## src/rtl/mem_subsys_config.svh

```systemverilog
`ifndef MEM_SUBSYS_CONFIG_SVH
`define MEM_SUBSYS_CONFIG_SVH

// word width of the data path
`define MEM_DATA_W 32

// number of words in the data memory
`define MEM_DEPTH 4096

// word index width, log2 of the depth
`define MEM_IDX_W 12

// byte address width seen by the requester
// two low bits select a byte, the index sits above them
`define MEM_ADDR_W 16

`endif

```

## src/rtl/mem_pkg.sv

```systemverilog
`include "mem_subsys_config.svh"

package mem_pkg;

  // one data word
  typedef logic [`MEM_DATA_W-1:0] mem_word_t;

  // byte address from the requester
  typedef logic [`MEM_ADDR_W-1:0] mem_addr_t;

  // word index into the memory array
  typedef logic [`MEM_IDX_W-1:0] mem_idx_t;

  // access kind
  typedef enum logic {
    op_load  = 1'b0,
    op_store = 1'b1
  } mem_op_e;

  // response code returned with ack
  // misaligned outranks out of range
  typedef enum logic [1:0] {
    st_ok           = 2'd0,
    st_misaligned   = 2'd1,
    st_out_of_range = 2'd2
  } mem_status_e;

endpackage

```

## src/rtl/mem_req_ctrl.sv

```systemverilog
`timescale 1ns/1ps

module mem_req_ctrl (
  input  logic                 clk,
  input  logic                 rst,
  input  logic                 req,
  input  mem_pkg::mem_op_e     op,
  input  mem_pkg::mem_idx_t    idx,
  input  mem_pkg::mem_status_e chk_status,
  input  mem_pkg::mem_word_t   wdata,
  input  mem_pkg::mem_word_t   dout,
  output logic                 ack,
  output mem_pkg::mem_status_e status,
  output mem_pkg::mem_word_t   rdata,
  output logic                 enable_dm,
  output logic                 enable_fetch,
  output logic                 enable_write,
  output mem_pkg::mem_idx_t    mem_idx,
  output mem_pkg::mem_word_t   din
);

  import mem_pkg::*;

  // idle    waiting for req
  // access  strobes on, memory acts at the next edge
  // settle  load data now on dout
  // respond ack high until req drops
  typedef enum logic [1:0] {
    s_idle    = 2'd0,
    s_access  = 2'd1,
    s_settle  = 2'd2,
    s_respond = 2'd3
  } ctrl_state_e;

  ctrl_state_e state_q;
  ctrl_state_e state_d;

  // request captured at the req edge
  mem_op_e     req_op;
  mem_status_e req_status;
  mem_idx_t    req_idx;
  mem_word_t   req_wdata;

  // request is good and wants the memory
  logic        go_access;

  // load that actually touched the memory
  logic        load_hit;

  // next state
  always_comb begin
    state_d = state_q;
    case (state_q)
      s_idle: begin
        // new request only once the previous ack is gone
        if (req) begin
          state_d = s_access;
        end
      end
      s_access: begin
        state_d = s_settle;
      end
      s_settle: begin
        state_d = s_respond;
      end
      s_respond: begin
        // hold the answer while the requester keeps req high
        if (!req) begin
          state_d = s_idle;
        end
      end
      default: begin
        state_d = s_idle;
      end
    endcase
  end

  always_ff @(posedge clk) begin
    if (rst) begin
      state_q <= s_idle;
    end else begin
      state_q <= state_d;
    end
  end

  // whole request latched in one go at the req edge
  always_ff @(posedge clk) begin
    if (rst) begin
      req_op     <= op_load;
      req_status <= st_ok;
      req_idx    <= '0;
      req_wdata  <= '0;
    end else if (state_q == s_idle && req) begin
      req_op     <= op;
      req_status <= chk_status;
      req_idx    <= idx;
      req_wdata  <= wdata;
    end
  end

  // strobes live for the single access cycle
  // error requests leave the memory alone
  assign go_access    = (state_q == s_access) && (req_status == st_ok);
  assign enable_dm    = go_access;
  assign enable_fetch = go_access && (req_op == op_load);
  assign enable_write = go_access && (req_op == op_store);

  assign mem_idx = req_idx;
  assign din     = req_wdata;

  // stores and errors answer with zero
  assign load_hit = (req_op == op_load) && (req_status == st_ok);

  // response registers, updated on the settle to respond edge
  always_ff @(posedge clk) begin
    if (rst) begin
      status <= st_ok;
      rdata  <= '0;
    end else if (state_q == s_settle) begin
      status <= req_status;
      rdata  <= load_hit ? dout : '0;
    end
  end

  // ack is the respond state itself
  // drops on the first edge that sees req low
  assign ack = (state_q == s_respond);

endmodule

```

## config.mk

```make
export PLATFORM = sky130hd
export DESIGN_NAME = mem_req_ctrl
export DESIGN_NICKNAME = d
export VERILOG_FILES = /design/src/rtl/mem_pkg.sv /design/src/rtl/mem_req_ctrl.sv
export VERILOG_INCLUDE_DIRS = /design/src /design/src/rtl
export SDC_FILE = /design/constraint.sdc
export NUM_CORES = 1
export LEC_CHECK = 0
export ABC_CLOCK_PERIOD_IN_PS = 2100
export BUFFER_PORTS_ARGS = -buffer_cell sky130_fd_sc_hd__buf_2
export CORE_MARGIN = 2
export CORE_UTILIZATION = 49
export DETAILED_ROUTE_END_ITERATION = 10
export HOLD_SLACK_MARGIN = 0.12
export PLACE_DENSITY = 0.85
export REMOVE_ABC_BUFFERS = 1
export SLEW_MARGIN = 20
export SYNTH_ARGS = -nofsm -noshare
export SYNTH_HDL_FRONTEND = slang
export SYNTH_SLANG_ARGS = --single-unit
```

## constraint.sdc

```tcl
create_clock -name clk -period 2.1 [get_ports clk]
set_input_delay 0.315 -clock clk [delete_from_list [all_inputs] [get_ports clk]]
set_output_delay 0.315 -clock clk [all_outputs]
set_load 0.01 [all_outputs]
```

# After elaboration in Yosys (flattened, before gate mapping)

Cells that the tools add are included.

Equality and inequality tests: 5
Multiplexer cells: 4
Bitwise gates (word level): 1
Reduce and logical (&&, ||, !) cells: 8

Operators by type and width:

| kind                                                             | count |
|---|---|
| 32-bit two-way mux                                               | 1 |
| 2-bit one-hot mux with 4 select lines                            | 1 |
| 1-bit logical AND                                                | 5 |
| 2-bit == test (second input constant)                            | 2 |
| 2-bit logical NOT                                                | 2 |
| 2-bit two-way mux                                                | 2 |
| 2-bit inequality test (second input constant)                    | 2 |
| 2-bit by 1-bit == test with 1-bit output (second input constant) | 1 |
| 2-bit AND reduction                                              | 1 |
| 1-bit inverter                                                   | 1 |

Register bits after elaboration: 83
Input bits: 82
Output and inout port bits: 82

# Longest topological paths before layout

Word-level depth: 3
Depth in mapped cells: 7
Gate-level depth less buffers: 4

# Worst setup path after synthesis

No wires, ideal clock.

Kind: register to output
Start: register state_q[1]
End: output port enable_fetch
Arrival time: 1.165 ns
Setup slack: 0.620 ns
Stages on the path, launching flop included: 5
Cells stage by stage: dfxtp_1 > inv_1 > ha_1 > nor3b_1 > nor2b_1

Word-level cells in the longest chain between the ends: 3

Ends and longest elaborated chain:

| element                                  | RTL line            | source |
|---|---|---|
| start: declaration                       | mem_req_ctrl.sv:35  | `ctrl_state_e state_q;` |
| start signal: assignment                 | mem_req_ctrl.sv:80  | `state_q <= s_idle;` |
| start signal: assignment                 | mem_req_ctrl.sv:82  | `state_q <= state_d;` |
| 2-bit by 1-bit == test with 1-bit output | mem_req_ctrl.sv:103 | `assign go_access = (state_q == s_access) && (req_status == st_ok);` |
| 1-bit logical AND                        | mem_req_ctrl.sv:103 |  |
| net enable_dm                            | mem_req_ctrl.sv:15  | `output logic enable_dm,` |
| 1-bit logical AND                        | mem_req_ctrl.sv:105 | `assign enable_fetch = go_access && (req_op == op_load);` |
| end: declaration                         | mem_req_ctrl.sv:16  | `output logic enable_fetch,` |

The timed path passes the listed nets, and every way through them passes these cells.

# Worst setup path in the final report

Start: register state_q[1]
End: output port enable_fetch

Word-level cells in the longest chain between the ends: 3

Ends and longest elaborated chain:

| element                                  | RTL line |
|---|---|
| 2-bit by 1-bit == test with 1-bit output | mem_req_ctrl.sv:103 |
| 1-bit logical AND                        | mem_req_ctrl.sv:103 |
| 1-bit logical AND                        | mem_req_ctrl.sv:105 |

No other way between the ends.

==> metrics.log <==
[metrics] share of power burned in registers: roughly two fifths
[metrics] initial antenna violation count: 0
[metrics] fill cell count: 572
[metrics] Switch Pwr: ~1.8 mW
[metrics] global placement routability congestion: approximately 0.84
[metrics] maximum clock path buffer count: 2
[metrics] global-route wire length before repair: roughly 12 mm
[metrics] number of nets with antenna violations after routing: 0
[metrics] fin worst setup slack: 203.2 ps
[metrics] number of flip-flops and latches in the synthesized netlist: 83
[metrics] drc violations: 0
[metrics] worst hold slack after final layout: approximately 210 ps
[metrics] setup-violating endpoint count in the final report: 0
[metrics] floorplan die area: approximately 7500 µm²
[metrics] leakage power: between 2 and 2.5 nW
[metrics] Worst R2R Setup Slack: about 520 ps
[metrics] class of the most critical setup path: reg -> out
[metrics] max-capacitance violation count: 0
[metrics] relative contribution of the clock network to total power: a little over a fifth
[metrics] data arrival time of the critical path: roughly 1600 ps
[metrics] via count of the first global-routing pass: between 2000 and 3000
[metrics] Avg Vias per Cell: about 5.4
[metrics] instance count of the mapped netlist: approximately 320
[metrics] cell area power density: 1118 nW/µm²
[metrics] yosys synthesis warning count: 0
[metrics] async set-or-reset flop fraction in the synthesized netlist: 0%
[metrics] leftover overflow at the end of global routing: 0
[metrics] standard-cell row count: 30
[metrics] Die Ht: 86.56 µm
[metrics] required time of the worst setup path: ~1800 ps
[metrics] timing-limited maximum frequency: ~530 MHz
[metrics] GRT Resource Usage Total: ~20%
[metrics] combined area of the multi-input logic cells: approximately 1500 µm²
[metrics] critical-path maximum fanout: 4
[metrics] worst hold path type: in -> reg
[metrics] internal portion of total power: a little over 3 mW
[metrics] top cell type by total area after synthesis: sky130_fd_sc_hd__dfxtp_1
[metrics] crit path cell chain: inv_1, ha_1, nor3b_1, nor2b_1, buf_2
[metrics] Sequential cell area: 1662 µm²
[metrics] TritonCTS sink count: 83
[metrics] total count of hold-check failures in the final report: 0
[metrics] Netlist cell types: 22
[metrics] layout overhead on the synthesized area: 29.15%
[metrics] Gate power share: a little under two fifths
[metrics] unrepaired setup endpoints after global routing: no
[metrics] final total power: around 4.8 mW
[metrics] initial cell density of the core: between 40% and 50%
[metrics] dominant cells by area after synthesis: sky130_fd_sc_hd__dfxtp_1 (50%), sky130_fd_sc_hd__a21bo_2 (13%), sky130_fd_sc_hd__a32o_2 (10%)
[metrics] Avg Inst Size Synth: between 10 and 15 µm²
[metrics] ant diodes: 0
[metrics] shortest period the worst path allows: approximately 1900 ps
[metrics] setup skew after layout: 7.638 ps
[metrics] capture endpoint of the worst hold path: din[24]$_SDFFE_PP0P_
[metrics] number of buffers inserted for hold repair after clock tree synthesis: 0
[metrics] via count: 2913
[metrics] placeable core region: approximately 6700 µm²
[metrics] DP Worst Slack: around 180 ps
[metrics] number of buffers inserted during clock tree synthesis: 9
[metrics] slowest library cell on the worst path: sky130_fd_sc_hd__dfxtp_1
[metrics] floorplan die width: between 80 and 90 µm
[metrics] H-tree depth: 3
[metrics] Mapped Area: around 3300 µm²
[metrics] result of the run: finished, final reports clean
[metrics] part of the Yosys area used for sequential elements: 49.76%
[metrics] switching fraction of total power: a little under two fifths
[metrics] Worst path max stage delay: approximately 350 ps
[metrics] average wire per standard cell: approximately 15 µm
[metrics] most instantiated cells after synthesis: sky130_fd_sc_hd__dfxtp_1 (83), sky130_fd_sc_hd__a21oi_1 (47), sky130_fd_sc_hd__nand3_1 (47)
[metrics] root cell of the clock tree: sky130_fd_sc_hd__clkbuf_8
[metrics] proportion of netlist area held by the largest area contributor: about half
[metrics] clock tree from TritonCTS: done
[metrics] kind of end point of the critical path: output pin
[metrics] prevailing post-synth register cell: sky130_fd_sc_hd__dfxtp_1
[metrics] end of the worst register-to-register path: rdata[31]$_SDFFE_PP0N_
[metrics] Critical path buffers and inverters: 2
[metrics] initial detailed-routing violation count: ~150
[metrics] I/O pin count: around 160
[metrics] final total negative setup slack: 0 ps
[metrics] Worst Hold Depth: 3
[metrics] PortBufs: 163
[metrics] slew margin rel.: 51.98%
[metrics] startpoint of the tightest hold check path: wdata[24]
[metrics] sum of net half-perimeters after detailed placement: between 5 and 6 mm
[metrics] Worst-Skew Late Latency: around 340 ps
[metrics] TritonRoute pass-1 iters: 4
[metrics] startpoint type of the worst setup path: register
[metrics] # nets final: between 500 and 600
[metrics] Worst Tran Pin Value: approximately 720 ps
[metrics] crit-path leading delay family: simple AND/OR/NAND/NOR gates
[metrics] fraction of final layout cells sized beyond drive strength 1: between 50 and 60%
[metrics] buffer count from post-CTS setup fixing: 0
[metrics] VDD IR-drop max: ~0.00066 V
[metrics] reg2reg start: state_q[0]$_SDFFE_PP0P_
[metrics] worst reg2reg path depth: 4
[metrics] most instantiated library cell after synthesis: sky130_fd_sc_hd__dfxtp_1
[metrics] clock input transition at the sequential cells of the worst setup and hold paths: about 90 ps
[metrics] final slew viol count: 0
[metrics] count of flip-flops with a built-in enable after synthesis: 0
[metrics] CTS-repair resized insts: 0
[metrics] fraction of the cycle the final worst path needs: 90.32%
[metrics] largest net degree at the start of global routing: 95
[metrics] total detailed-routing wirelength: 8.026 mm
## flip-flops by register name, indices dropped and copies added (netlist names)
signal,flops
rdata,32
req_op,1
din,32
state_q,2
req_status,2
mem_idx,12
status,2
## metal layers
| layer | GRT usage, % | vias up | share of wire [%] |
|---|---|---|---|
| met1 | 23.96 | 1364 | 43 |
| met3 | 4.190 | 14 | 4.7 |
| met5 | 0 | - | 0 |
| li1 | - | 1453 | - |
| met4 | 8.381 | 0 | 2.2 |
| met2 | 35.45 | 82 | 50 |
## per-stage QoR
stage	instance area, µm²	cells	utilization (%)
after floorplan	3139	277	-
after global placement	4133	528	61.85
after detailed placement	4133	528	61.85
after CTS	4308	544	64.48
after global routing	4313	544	64.55
final	4313	544	64.55
## worst min-delay path, cell delays in order
cell                      delay (ps)
sky130_fd_sc_hd__buf_2            90
sky130_fd_sc_hd__nand3_1          50
sky130_fd_sc_hd__a21oi_1          50
## cell families after synthesis
group	share of synthesized area, %
AOI/OAI and AO/OA	32.30
adders and majority gates	1.499
buffers and inverters	6.220
DFF	49.76
muxes	1.236
and+or+nand+nor	8.992
## area by class of cell
class                   count  area share, %
clock inverters             7          1.189
inverters                   2         0.1741
flip-flops and latches     83          38.53
multi-input cells         192          34.32
repair buffers            171          20.60
clock buffers               9          2.872
well taps                  80          2.321
## cell usage in the layout, fill, tap and decap left out, types with 3 or more instances in the layout
cell type and instances:
sky130_fd_sc_hd__inv_6 3, sky130_fd_sc_hd__buf_4 7, sky130_fd_sc_hd__dfxtp_1 83, sky130_fd_sc_hd__a21oi_1 47, sky130_fd_sc_hd__a32o_2 30, sky130_fd_sc_hd__mux2i_1 3
sky130_fd_sc_hd__buf_2 163, sky130_fd_sc_hd__ha_1 3, sky130_fd_sc_hd__nand3_1 47, sky130_fd_sc_hd__clkbuf_8 9, sky130_fd_sc_hd__a21bo_2 44, sky130_fd_sc_hd__a21bo_1 3
## power by group through the flow
stage | clock network (mW) | registers [mW] | logic, mW
finish | 1.02 | 1.99 | 1.81
CTS | 1.06 | 1.99 | 1.80
detailed placement | 0 | 2.02 | 1.81
global route | 1.11 | 2.02 | 1.97
floorplan | 0 | 2.10 | 0.909
global placement | 0 | 2.00 | 1.75
## how the worst max path moves through the flow
| stage | from | to | slack, ps | cells after the start |
|---|---|---|---|---|
| final | state_q[1]$_SDFFE_PP0P_ | enable_fetch | 200 | 5 |
| after global routing | state_q[1]$_SDFFE_PP0P_ | enable_write | 60 | 5 |
| after CTS | state_q[0]$_SDFFE_PP0P_ | rdata[31]$_SDFFE_PP0N_ | 150 | 4 |
| after detailed placement | state_q[0]$_SDFFE_PP0P_ | rdata[31]$_SDFFE_PP0N_ | 180 | 4 |
| after global placement | state_q[0]$_SDFFE_PP0P_ | rdata[14]$_SDFFE_PP0N_ | 290 | 4 |
| after floorplan | state_q[0]$_SDFFE_PP0P_ | state_q[1]$_SDFFE_PP0P_ | -660 | 4 |
Note: power is estimated with default switching activity, not from simulation.
